==> config.mk <==
export PLATFORM = sky130hd
export DESIGN_NAME = sfp_test_top
export DESIGN_NICKNAME = d
export VERILOG_FILES = /design/src/rtl/sfp_send_pkg.sv /design/src/rtl/send_period_timer.sv /design/src/rtl/send_command_gen.sv /design/src/rtl/led_blink_divider.sv /design/src/rtl/sfp_test_top.sv
export SDC_FILE = /design/constraint.sdc
export NUM_CORES = 1
export LEC_CHECK = 0
export BUFFER_PORTS_ARGS = -buffer_cell sky130_fd_sc_hd__buf_2
export CORE_UTILIZATION = 60
export DETAILED_ROUTE_END_ITERATION = 8
export PLACE_DENSITY = 0.79
export SLEW_MARGIN = 10
export SYNTH_ARGS = -nofsm -noshare
export SYNTH_HDL_FRONTEND = slang
export SYNTH_SLANG_ARGS = --single-unit
==> constraint.sdc <==
create_clock -name clk_50_pll -period 2.98 [get_ports clk_50_pll]
set_input_delay 0.149 -clock clk_50_pll [delete_from_list [all_inputs] [get_ports clk_50_pll]]
set_output_delay 0.149 -clock clk_50_pll [all_outputs]
set_load 0.01 [all_outputs]
==> src/rtl/sfp_send_pkg.sv <==
// shared widths, board timings and channel 2 state type for the send scheduler blocks
package sfp_send_pkg;

    // ------------------------------------------------------------------------
    // widths
    // ------------------------------------------------------------------------
    localparam int unsigned count_width    = 32;
    localparam int unsigned ram_addr_width = 25;

    // ------------------------------------------------------------------------
    // schedule constants
    // ------------------------------------------------------------------------
    localparam logic [ram_addr_width-1:0] first_ram_addr = 25'd1;
    localparam logic [count_width-1:0]    cmd_pulse_len  = 32'd3;  // enabled cycles per pulse
    localparam logic [count_width-1:0]    wrap_margin    = 32'd10; // counts past period 2

    // board values at 50 MHz
    localparam logic [count_width-1:0] default_send_period_1 = 32'h05F5E100;
    localparam logic [count_width-1:0] default_send_period_2 = 32'h06F5E100;
    localparam logic [count_width-1:0] default_blink_divide  = 32'd25_000_000;

    // channel 2 gets one scheduled send, then echoes data_saved_2
    typedef enum logic
    {
        ch2_first_pending = 1'b0,
        ch2_first_done    = 1'b1
    } ch2_state_t;

endpackage

==> src/rtl/send_period_timer.sv <==
// free-running period counter that decodes the start and stop events of both send slots
`timescale 1ns/100ps

module send_period_timer
#(
    parameter logic [sfp_send_pkg::count_width-1:0] send_period_1 =
        sfp_send_pkg::default_send_period_1,
    parameter logic [sfp_send_pkg::count_width-1:0] send_period_2 =
        sfp_send_pkg::default_send_period_2
)
(
    input  logic clk_50_pll,
    input  logic main_reset,
    input  logic count_enable,

    output logic send_1_start,
    output logic send_1_stop,
    output logic send_2_start,
    output logic send_2_stop
);

    // slot edges and wrap point
    localparam logic [sfp_send_pkg::count_width-1:0] send_1_stop_count =
        send_period_1 + sfp_send_pkg::cmd_pulse_len;
    localparam logic [sfp_send_pkg::count_width-1:0] send_2_stop_count =
        send_period_2 + sfp_send_pkg::cmd_pulse_len;
    localparam logic [sfp_send_pkg::count_width-1:0] wrap_count =
        send_period_2 + sfp_send_pkg::wrap_margin;

    logic [sfp_send_pkg::count_width-1:0] counter_to_send;

    // ------------------------------------------------------------------------
    // period counter, holds while link is down
    // ------------------------------------------------------------------------
    always_ff @(posedge clk_50_pll or posedge main_reset)
    begin
        if (main_reset)
        begin
            counter_to_send <= '0;
        end
        else if (count_enable)
        begin
            if (counter_to_send == wrap_count)
            begin
                counter_to_send <= '0;  // end of period
            end
            else
            begin
                counter_to_send <= counter_to_send + 1'b1;
            end
        end
    end

    // one strobe per slot edge, only on enabled cycles
    assign send_1_start = count_enable && (counter_to_send == send_period_1);
    assign send_1_stop  = count_enable && (counter_to_send == send_1_stop_count);
    assign send_2_start = count_enable && (counter_to_send == send_period_2);
    assign send_2_stop  = count_enable && (counter_to_send == send_2_stop_count);

endmodule

==> src/rtl/send_command_gen.sv <==
// link-ready gating and the two send command outputs, driven from the period timer events
`timescale 1ns/100ps

module send_command_gen
(
    input  logic                                    clk_50_pll,
    input  logic                                    main_reset,

    input  logic                                    mac_inited,
    input  logic                                    rx_ready,
    input  logic                                    data_saved_2,

    input  logic                                    send_1_start,
    input  logic                                    send_1_stop,
    input  logic                                    send_2_start,
    input  logic                                    send_2_stop,

    output logic                                    count_enable,
    output logic                                    cmd_send_1,
    output logic                                    cmd_send_2,
    output logic [sfp_send_pkg::ram_addr_width-1:0] start_ram_addr_1
);

    sfp_send_pkg::ch2_state_t ch2_state;
    logic                     ch2_slot_active;  // inside the first send slot

    // MAC up and transceiver receive side ready
    assign count_enable = mac_inited & rx_ready;

    // ------------------------------------------------------------------------
    // channel 1, one pulse per period
    // ------------------------------------------------------------------------
    always_ff @(posedge clk_50_pll or posedge main_reset)
    begin
        if (main_reset)
        begin
            cmd_send_1       <= 1'b0;
            start_ram_addr_1 <= '0;
        end
        else if (count_enable)
        begin
            if (send_1_start)
            begin
                cmd_send_1       <= 1'b1;
                start_ram_addr_1 <= sfp_send_pkg::first_ram_addr;
            end
            else if (send_1_stop)
            begin
                cmd_send_1 <= 1'b0;
            end
        end
    end

    // ------------------------------------------------------------------------
    // channel 2, first scheduled send then data_saved_2 echo
    // ------------------------------------------------------------------------
    always_ff @(posedge clk_50_pll or posedge main_reset)
    begin
        if (main_reset)
        begin
            ch2_state       <= sfp_send_pkg::ch2_first_pending;
            ch2_slot_active <= 1'b0;
            cmd_send_2      <= 1'b0;
        end
        else if (count_enable)
        begin
            if (ch2_state == sfp_send_pkg::ch2_first_pending && send_2_start)
            begin
                ch2_slot_active <= 1'b1;
                cmd_send_2      <= 1'b1;
            end
            else if (ch2_state == sfp_send_pkg::ch2_first_pending && send_2_stop)
            begin
                ch2_slot_active <= 1'b0;
                cmd_send_2      <= 1'b0;
                ch2_state       <= sfp_send_pkg::ch2_first_done;  // strobes ignored from now
            end
            else if (ch2_slot_active)
            begin
                cmd_send_2 <= 1'b1;  // hold through the slot
            end
            else
            begin
                // receive side saved a packet, send it back
                cmd_send_2 <= data_saved_2;
            end
        end
    end

endmodule

==> src/rtl/led_blink_divider.sv <==
// clock-enable divider that toggles the health LED every blink_divide cycles
`timescale 1ns/100ps

module led_blink_divider
#(
    parameter logic [sfp_send_pkg::count_width-1:0] blink_divide =
        sfp_send_pkg::default_blink_divide
)
(
    input  logic clk_50_pll,
    input  logic main_reset,
    output logic blink_led
);

    localparam logic [sfp_send_pkg::count_width-1:0] last_count = blink_divide - 1'b1;

    logic [sfp_send_pkg::count_width-1:0] blink_count;

    // ------------------------------------------------------------------------
    // divider, counts every cycle
    // ------------------------------------------------------------------------
    always_ff @(posedge clk_50_pll or posedge main_reset)
    begin
        if (main_reset)
        begin
            blink_count <= '0;
            blink_led   <= 1'b0;
        end
        else if (blink_count == last_count)
        begin
            blink_count <= '0;
            blink_led   <= ~blink_led;  // half blink period done
        end
        else
        begin
            blink_count <= blink_count + 1'b1;
        end
    end

endmodule

==> src/rtl/sfp_test_top.sv <==
// top level of the send scheduler, sets the timing parameters and wires the three blocks
`timescale 1ns/100ps

module sfp_test_top
#(
    parameter logic [sfp_send_pkg::count_width-1:0] send_period_1 =
        sfp_send_pkg::default_send_period_1,
    parameter logic [sfp_send_pkg::count_width-1:0] send_period_2 =
        sfp_send_pkg::default_send_period_2,
    parameter logic [sfp_send_pkg::count_width-1:0] blink_divide  =
        sfp_send_pkg::default_blink_divide
)
(
    input  logic                                    clk_50_pll,
    input  logic                                    main_reset,

    input  logic                                    mac_inited,
    input  logic                                    rx_ready,
    input  logic                                    data_saved_2,

    output logic                                    cmd_send_1,
    output logic                                    cmd_send_2,
    output logic [sfp_send_pkg::ram_addr_width-1:0] start_ram_addr_1,

    output logic                                    blink_led
);

    logic count_enable;   // link ready
    logic send_1_start;
    logic send_1_stop;
    logic send_2_start;
    logic send_2_stop;

    // ------------------------------------------------------------------------
    // period timer
    // ------------------------------------------------------------------------
    send_period_timer
    #(
        .send_period_1 (send_period_1),
        .send_period_2 (send_period_2)
    )
    i_send_period_timer
    (
        .clk_50_pll   (clk_50_pll),
        .main_reset   (main_reset),
        .count_enable (count_enable),
        .send_1_start (send_1_start),
        .send_1_stop  (send_1_stop),
        .send_2_start (send_2_start),
        .send_2_stop  (send_2_stop)
    );

    // ------------------------------------------------------------------------
    // send commands
    // ------------------------------------------------------------------------
    send_command_gen i_send_command_gen
    (
        .clk_50_pll       (clk_50_pll),
        .main_reset       (main_reset),
        .mac_inited       (mac_inited),
        .rx_ready         (rx_ready),
        .data_saved_2     (data_saved_2),
        .send_1_start     (send_1_start),
        .send_1_stop      (send_1_stop),
        .send_2_start     (send_2_start),
        .send_2_stop      (send_2_stop),
        .count_enable     (count_enable),
        .cmd_send_1       (cmd_send_1),
        .cmd_send_2       (cmd_send_2),
        .start_ram_addr_1 (start_ram_addr_1)
    );

    // health blink, runs regardless of link
    led_blink_divider #(.blink_divide (blink_divide)) i_led_blink_divider
    (
        .clk_50_pll (clk_50_pll),
        .main_reset (main_reset),
        .blink_led  (blink_led)
    );

endmodule

# Yosys cells after proc, flatten, opt, wreduce, memory -nomap -nowiden
# Index checks and enable logic that the tools add are counted.
op_classes:
  add_sub_neg: 2
  multipliers: 0
  div_mod_pow: 0
  n_lt_le_gt_ge: 0
  eq_ne: 6
  shifts: 0
  mux: 9
  bitwise_logic: 4
  n_reduce_logical: 12
op_table:
  columns: ["op", "n"]
  rows:
  - ["32-bit by 27-bit equality test with 1-bit output, second input constant", 5]
  - ["32-bit by 1-bit adder with 32-bit output, second input constant", 2]
  - ["32-bit two-way mux", 2]
  - ["32-bit by 25-bit equality test with 1-bit output, second input constant", 1]
  - ["1-bit two-way mux", 7]
  - ["1-bit logical AND", 6]
  - ["2-bit AND reduction", 3]
  - ["2-bit nonzero test", 2]
  - ["1-bit inverter", 3]
  - ["3-bit AND reduction", 1]
  - ["1-bit AND", 1]
totals:
  regBits: 70
  latch_bits: 0
  ram_bits: 0
  rom_bits: 0
  output_inout_bits: 28
  elab_cells: 41
  n_memories: 0

# Logic depth before layout (Yosys ltp)
# Gate-level depths: netlist of the first run.
depth:
  word_depth: 5
  mapped_depth: 7
  mapped_depth_nobuf: 6

# By module
# A second synthesis of the first run with hierarchy kept.
unflattened:
  hier_cells: 389
  hier_area_um2: 3851.2
modules_own_cells:
  columns: ["mod", "instances", "cells_per_inst", "area_each_um2", "seq_area_each_um2"]
  rows:
  - ["send_period_timer", 1, 180, 1760.4, 800.8]
  - ["led_blink_divider", 1, 164, 1700.4, 825.8]
  - ["send_command_gen", 1, 45, 390.4, 125.1]

# Least setup slack after synthesis of the first run
# No wires, ideal clock.
synth_path:
  path_kind: "register to register"
  startpoint: "register i_send_period_timer.counter_to_send[3] (netlist name)"
  endpoint: "register i_send_period_timer.counter_to_send[19] (netlist name)"
  t_arrival_ps: 1766
  setup_slack_ps: 1091
  path_stages_with_launch: 7
  n_path_buf: 2
  period_less_slack_ps: 1889
  path_cell_list: "dfrtp_1 buf_2 nand3_1 or4_4 buf_2 or3_1 xnor2_1"
synth_between:
  elab_chain_len: 2
  elab_cells_between_ends: 3
  cone_classes: "add/sub: 1; eq/ne: 1; mux: 1"
synth_lines:
  columns: ["item", "line_no", "source"]
  rows:
  - ["from (decl)", "send_period_timer.sv:30", "logic [sfp_send_pkg::count_width-1:0] counter_to_send;"]
  - ["from (signal assigned)", "send_period_timer.sv:49", "counter_to_send <= counter_to_send + 1'b1;"]
  - ["32-bit by 1-bit adder with 32-bit output or 32-bit by 27-bit equality test with 1-bit output (tied branches)", "send_period_timer.sv:49, send_period_timer.sv:43", null]
  - ["32-bit two-way mux (*)", "send_period_timer.sv:43", "if (counter_to_send == wrap_count)"]
# Every way passes the cells marked *; elsewhere a longest branch is shown, timed or not.
# A chain may end at the register's enable or synchronous reset.

# Worst setup path after layout of the first run
layout_path:
  startpoint: "register i_send_period_timer.counter_to_send[7] (netlist name)"
  endpoint: "register i_send_period_timer.counter_to_send[25] (netlist name)"
# Same word-level chain as after synthesis.

==> results of run 1 <==
[critical path: cells and delay by family, from the launching register on]
kind,cells,cell delay [ns]
and+or+nand+nor,3,1.37
buffers and inverters,1,0.27
AOI/OAI and AO/OA,1,0.06
DFF,1,0.41
[metrics by stage]
stage | utilization, % | cell area, um2
floorplan | - | 3800
global placement | 62.8 | 3740
detailed placement | 62.8 | 3740
CTS | 66.0 | 3930
global route | 66.0 | 3930
finish | 66.0 | 3930
[cells by family (layout without fill, tap and decap cells)]
group	count (synthesis)	in the layout	synth area share, %
simple gates	172	172	27.1
buf+inv	45	40	7.17
flops	70	70	47.1
compound gates	51	51	8.01
other cells	1	24	0.101
fa+ha+maj	4	4	1.35
xor+xnor	39	39	9.19
[cell type report]
| cell class | count | share of cell area, % |
|---|---|---|
| clock inverters | 3 | 0.478 |
| well taps | 75 | 2.39 |
| repair buffers | 13 | 2.04 |
| clock buffers | 13 | 4.04 |
| flip-flops and latches | 70 | 44.6 |
| inverters | 11 | 1.05 |
| multi-input cells | 290 | 45.4 |
[timing repair]
| action | CTS | global route |
|---|---|---|
| hold buffers | 1 | 0 |
| endpoints found under the setup margin | 0 | 0 |
| endpoints found under the hold margin | 32 | 0 |
| setup buffers | 0 | 0 |
| resized for setup | 0 | 0 |
[sequential cells by signal, indices dropped and copies added (netlist names)]
| register | cells |
|---|---|
| i_send_period_timer.counter_to_send | 32 |
| i_send_command_gen.cmd_send_2 | 1 |
| i_send_command_gen.cmd_send_1 | 1 |
| i_send_command_gen.ch2_state | 1 |
| i_send_command_gen.ch2_slot_active | 1 |
| i_send_command_gen.start_ram_addr_1 | 1 |
| i_led_blink_divider.blink_count | 32 |
| i_led_blink_divider.blink_led | 1 |
[worst min path at each step]
stage,slack [ns],endpoint,startpoint
global placement,0.30,i_send_period_timer.counter_to_send[25],main_reset
finish,0.12,i_send_command_gen.cmd_send_2,data_saved_2
CTS,0.12,i_send_command_gen.cmd_send_2,data_saved_2
global route,0.12,i_send_command_gen.cmd_send_2,data_saved_2
floorplan,0.36,i_send_period_timer.counter_to_send[0],rx_ready
detailed placement,0.30,i_send_period_timer.counter_to_send[24],main_reset
[cell usage in the layout (no fill, tap or decap), types with 2 or more instances in the layout]
cell / Yosys / layout
nor4b_1: 7 / 7
or4_1: 12 / 12
a21oi_1: 20 / 20
or3_1: 11 / 11
and2_1: 3 / 3
nor4_2: 2 / 2
a21o_1: 2 / 2
nand4_1: 14 / 14
nor2_1: 14 / 14
or2_2: 3 / 3
inv_1: 11 / 10
nand2_1: 30 / 30
xnor2_1: 12 / 12
clkbuf_8: 0 / 11
o21ai_0: 14 / 14
and3_1: 7 / 7
dfrtp_1: 70 / 70
xor2_1: 27 / 27
ha_1: 4 / 4
clkbuf_1: 4 / 2
conb_1: 1 / 24
buf_4: 24 / 4
nor3_1: 15 / 15
o22ai_1: 2 / 2
nand3_1: 24 / 24
and4_1: 9 / 9
nor4_1: 13 / 13
nand3_2: 2 / 2
clkinv_2: 0 / 2
o31ai_1: 10 / 10
buf_2: 6 / 8
[report_power, final]
group          internal (mW)  total [mW]  switching, mW
clock network          0.347       0.695          0.348
logic                 0.0524       0.141         0.0882
registers              0.981        1.03         0.0465
[cell usage after synthesis, types with 3 or more instances]
| master | n |
|---|---|
| dfrtp_1 | 70 |
| nand2_1 | 30 |
| xor2_1 | 27 |
| buf_4 | 24 |
| nand3_1 | 24 |
| a21oi_1 | 20 |
| nor3_1 | 15 |
| nand4_1 | 14 |
| nor2_1 | 14 |
| o21ai_0 | 14 |
| nor4_1 | 13 |
| or4_1 | 12 |
| xnor2_1 | 12 |
| inv_1 | 11 |
| or3_1 | 11 |
| o31ai_1 | 10 |
| and4_1 | 9 |
| and3_1 | 7 |
| nor4b_1 | 7 |
| buf_2 | 6 |
| clkbuf_1 | 4 |
| ha_1 | 4 |
| and2_1 | 3 |
| or2_2 | 3 |
[per-layer routing]
| layer | vias to the layer above | wire, um |
|---|---|---|
| li1 | 1367 | - |
| met1 | 1379 | 3290 |
| met4 | 0 | 72 |
| met2 | 74 | 3330 |
| met5 | - | 0 |
| met3 | 11 | 353 |
==> results.md, run 1 <==
- Final std cells w/o fill: between 400 and 500
- P_leak: 1.77 nW
- IO Port Bufs: 8
- Final setup fails: 0
- Routed WL: 7040 um
- Largest area contributor in the netlist: dfrtp_1
- Skew-Pair Late Insertion Delay: about 0.35 ns
- TritonCTS Buffers: 9
- Die footprint: 6510 um2
- Area growth, synth to finish: 5.72%
- First-pass GRT wire length: 12000 um
- Slew Limit Fails: 0
- Crit path to: i_send_period_timer.counter_to_send[25]
- Maxcap violations: 0
- CTS root buf: clkbuf_8
- Critical path required time: 3.21 ns
- Synth top area share: 47.1%
- Net count, final: between 400 and 500
- CTS tree: yes
- Via-to-Cell Ratio: 5.96
- Reg2reg path depth: 5
- Reg-to-reg endpoint: i_send_period_timer.counter_to_send[25]
- Multi-input logic area: 1790 um2
- Yosys warns: 0
- Crit path kind: register to register
- Clock transition at path regs: approximately 0.07 ns
- Mean Syn Cell Area: 9.73 um2
- Clock sinks: 70
- Met1 Use GR: between 30% and 40%
- Fillcell total: approximately 500
- Mapped Cells: between 300 and 400
- Via count: around 2.8k
- Final hold vios: 0
- Fraction of layout instances using a drive strength above 1: 9.00%
- Hold path cells: 3
- Largest net degree at the start of global routing: 35
- DR iter-0 viols: 163
- Initial antenna violation count: 0
- DRT antenna net count: 0
- Flop2flop setup slack: around 0.74 ns
- Total congestion overflow: 0
- Worst-Margin Slew: 0.687 ns
- Setup ws final: about 0.74 ns
- CP Launch Point: i_send_period_timer.counter_to_send[7]
- Initial Util: about 62%
- Final Skew: 0.00461 ns
- Placed Cells incl. Taps: 458
- Grt met3 use: 8.41%
- Max FO, Critical Path: 8
- Number of synthesized flops with an enable pin: 0
- DRC viols: 0
- GR Layer Usage met2: 36.8%
- Sequential fraction of the synthesis area: 47.1%
- Register area: 1750 um2
- Routed WL per cell: 14.8 um
- Ant diodes: 0
- Layer with the highest usage: met2
- Die Span X: 80.7 um
- CP Launch Type: register
- Register bit count reported by yosys: 70
- Slew margin rel.: 54.2%
- Critical path arrival: between 2 and 2.5 ns
- DIE HEIGHT: 80.7 um
- Placer Congestion: 0.838
- Tcrit/Tclk final: 75.0%
- Crit. End Element: register
- CP max-delay cell: nor4b_1
- Status: complete, no violations
- Hold_ws: approximately 0.12 ns
- Synth area leaders: dfrtp_1 (47%), xor2_1 (6.4%), buf_4 (4.8%)
- Pre-CTS setup slack: 0.776 ns
- Ports: 33
- Sum Neg Setup Slack: 0 ns
- Vias in the first global route: 2521
- Syn Std Cell Area: 3720 um2
- RR Startpoint: i_send_period_timer.counter_to_send[7]
- RSZ-0062 raised after global routing: no
- Top FF cell, synth: dfrtp_1
- FP Rows: 28
- Hold WC Path Type: primary input to register
- Power Density: approximately 470 nW/um2
- Critical-path cell list: nor4b_1, nand4_1, nor3_1, buf_4, a21oi_1
- Core Region: 5960 um2
- Clock buffer depth: 2
- Post-synth ARST share: between 90% and 100%
- Power Total: 1.86 mW
- Drt pass-1 iters: 4
- Overall routing resource usage: 24.7%
- Max frequency: 447 MHz
- Min Clock Period, post-route: 2.24 ns
- Largest stage delay, worst path: around 0.56 ns
- Htree depth: 3
- Post-synth cell types: 38
- Hpwl dp: approximately 4900 um
- Peak supply drop: 0.391 mV
No activity file was read; power rests on OpenSTA's default activity.
==> run 2, diff against run 1 <==
--- a/config.mk
+++ b/config.mk
@@ -5,10 +5,11 @@
 export SDC_FILE = /design/constraint.sdc
 export NUM_CORES = 1
 export LEC_CHECK = 0
+export ABC_AREA = 1
 export BUFFER_PORTS_ARGS = -buffer_cell sky130_fd_sc_hd__buf_2
-export CORE_UTILIZATION = 60
+export CORE_UTILIZATION = 55
 export DETAILED_ROUTE_END_ITERATION = 8
-export PLACE_DENSITY = 0.79
+export PLACE_DENSITY = 0.76
 export SLEW_MARGIN = 10
 export SYNTH_ARGS = -nofsm -noshare
 export SYNTH_HDL_FRONTEND = slang
==> constraint.sdc (replaced) <==
create_clock -name clk_50_pll -period 1.9 [get_ports clk_50_pll]
set_input_delay 0.095 -clock clk_50_pll [delete_from_list [all_inputs] [get_ports clk_50_pll]]
set_output_delay 0.095 -clock clk_50_pll [all_outputs]
set_load 0.01 [all_outputs]
==> run 2 against run 1 <==
  * Clock power is 78% higher
  * Cell area increased by 23%
  * Cell count grew 64%
  * Total power is 75% higher
  * Largest power group unchanged
  * Synthesized cell count rose by 70%
  * Worst setup slack got worse by 0.57 ns
  * Via count up 40%
  * Largest cell class unchanged
  * Clock skew is 0.0035 ns higher
==> results.md, run 2 <==
- Status: complete, no violations
- Critical path arrival: 1.97 ns
- CP Buf/Inv Count: 1
- Skew-Pair Late Insertion Delay: 0.36 ns
- Drt pass-1 iters: 5
- Post-synth ARST share: 100%
- Hold WC Path Type: primary input to register
- Synth cell count leaders: nand2_1 (165), nor2_1 (119), inv_1 (97), dfrtp_1 (70), nand3_1 (37)
- Via-to-Cell Ratio: 5.08
- DRT antenna net count: 0
- Setup ws final: 0.170 ns
- Initial antenna violation count: 0
- Final setup fails: 0
- First-pass GRT wire length: 17700 um
- Largest family of logic cells by synthesized area: simple AND/OR/NAND/NOR gates
- Number of synthesized flops with an enable pin: 0
- Placer Congestion: 0.934
- Power Density: 672 nW/um2
- Core Region: 7850 um2
- Post-Synth Simple-Gate Area: 38.8%
- Initial Util: 57.7%
- Final Skew: just over 0.008 ns
- DR iter-0 viols: 283
- Tcrit/Tclk final: 91.0%
- Syn Std Cell Area: about 4500 um2
- Postcts setup bufs: 0
- RSZ-0062 raised after global routing: no
- Final hold vios: 0
- CTS root buf: clkbuf_8
- Met2 wire len: 4380 um
- Largest net degree at the start of global routing: 43
- Sum Neg Setup Slack: 0 ns
- Synth top area share: between 30% and 40%
- Area growth, synth to finish: 6.85%
- Via count: 3950
- Top FF cell, synth: dfrtp_1
- Max FO, Critical Path: 13
- Hpwl dp: 7730 um
- Yosys warns: 0
- Vias in the first global route: 3720
- Pre-CTS setup slack: 0.166 ns
- Commonest non-fill, non-tap cell in the layout: nand2_1
- Total congestion overflow: 0
- Clock buffer depth: 2
- Biggest regs: i_led_blink_divider.blink_count (32), i_send_period_timer.counter_to_send (32)
- Die Span X: 92.7 um
- Overall routing resource usage: 26.5%
- Sequential fraction of the synthesis area: 38.7%
- DR top layer: met4
- Net count, final: 680
- Synth Area in XOR/XNOR: around 6.4%
- Clock transition at path regs: 0.08 ns
- Fillcell total: around 750
- Critical-path cell list: inv_1, ha_1, nand3_1, nor3_2, nand3_2, nand2_1, nor2_1
- Peak supply drop: between 0.5 and 0.6 mV
- FP Rows: 32
- Wire length on met3: between 700 and 800 um
- P_leak: 2.50 nW
- Min Clock Period, post-route: 1.73 ns
- CP Launch Type: register
- Mux cell area share after synthesis: 0%
- Post-synth cell types: 30
- DRC viols: 0
- Synth area leaders: dfrtp_1 (39%), nand2_1 (14%), nor2_1 (9.9%)
- Ant diodes: 0
- Max frequency: 578 MHz
- Die footprint: around 8600 um2
- Critical path required time: 2.14 ns
- CP delay by family, top: simple AND/OR/NAND/NOR gates
- Most frequent cells in the layout: nand2_1 (165), nor2_1 (119), inv_1 (96)
- Htree depth: 3
- CP max-delay cell: dfrtp_1
- Layout Utilization: between 60 and 70%
- Crit. End Element: register
- Fraction of layout instances using a drive strength above 1: 10.9%
- TritonCTS Buffers: 9
- Synth Area in Adders: 1.10%
- Crit path kind: register to register
- Largest area contributor in the netlist: dfrtp_1
- Register bit count reported by yosys: 70
- Routed WL per cell: roughly 13 um
- Maxcap violations: 0
- Mapped Cells: 650
- CTS tree: yes
- IO Port Bufs: 8
- Top-count cell post-synth: nand2_1
- Mean Syn Cell Area: roughly 7 um2
- Slew Limit Fails: 0
- Ports: 33
- Synth Area in Compound Gates: under 10%
- Register area: 1750 um2
- Clock sinks: 70
- DIE HEIGHT: 92.7 um
- Power Total: 3.25 mW
- Multi-input logic area: 2250 um2
- Met1 wire length: approximately 4900 um
- Routed WL: 10200 um
- Largest stage delay, worst path: between 0.3 and 0.4 ns
==> run 2: layer usage <==
metal | up-vias | GRT usage, %
li1 | 1965 | -
met1 | 1838 | 39.4
met2 | 137 | 38.3
met3 | 10 | 7.06
met4 | 0 | 6.03
met5 | - | 0
==> run 2: final cells by class <==
| class | instances | area share, % |
|---|---|---|
| sequential | 70 | 36.2 |
| timing repair buffer | 15 | 2.22 |
| clock buffer | 9 | 2.56 |
| multi-input combinational | 469 | 46.6 |
| clock inverter | 7 | 1.53 |
| inverter | 106 | 8.27 |
| tap | 102 | 2.64 |
==> run 2: stage by stage <==
step	cell area (um2)	hold WS, ns	std cells
6_report	4840	0.117	778
5_1_grt	4840	0.137	778
4_1_cts	4840	0.108	778
3_5_place_dp	4630	0.0931	761
3_3_place_gp	4630	0.0893	761
2_1_floorplan	4620	0.372	673
==> run 2: logic make-up after synthesis <==
| kind of cell | after synthesis |
|---|---|
| DFF | 70 |
| AOI/OAI and AO/OA | 12 |
| adders and majority gates | 4 |
| other | 1 |
| buffers and inverters | 134 |
| and+or+nand+nor | 396 |
| xor gates and xnor gates | 33 |
==> run 2: what timing repair did <==
| action | CTS | global route |
|---|---|---|
| hold buffers | 1 | 0 |
| endpoints found under the setup margin | 0 | 16 |
| hold endpoints to repair | 15 | 0 |
| resized for setup | 0 | 2 |
==> run 2: worst register-to-register path: stages, from the launching register on <==
cell	delay (ns)
dfrtp_1	0.39
inv_1	0.15
ha_1	0.18
nand3_1	0.09
nor3_2	0.21
nand3_2	0.33
nand2_1	0.21
nor2_1	0.07
==> run 2: report_power, final <==
group	internal, mW	switching [mW]
logic	0.118	0.249
registers	1.56	0.0855
clock network	0.610	0.627
==> run 2: final timing paths <==
path	from	to	slack, ns	cells past startpoint
max reg2reg	i_send_period_timer.counter_to_send[0]	i_send_period_timer.counter_to_send[23]	0.17	7
max in group asynchronous	main_reset	i_send_period_timer.counter_to_send[17]	1.09	4
min	data_saved_2	i_send_command_gen.cmd_send_2	0.12	4
max	i_send_period_timer.counter_to_send[0]	i_send_period_timer.counter_to_send[23]	0.17	7
min reg2reg	i_send_command_gen.start_ram_addr_1[0]	i_send_command_gen.start_ram_addr_1[0]	0.46	2
min in group asynchronous	main_reset	i_send_command_gen.ch2_slot_active	0.25	3
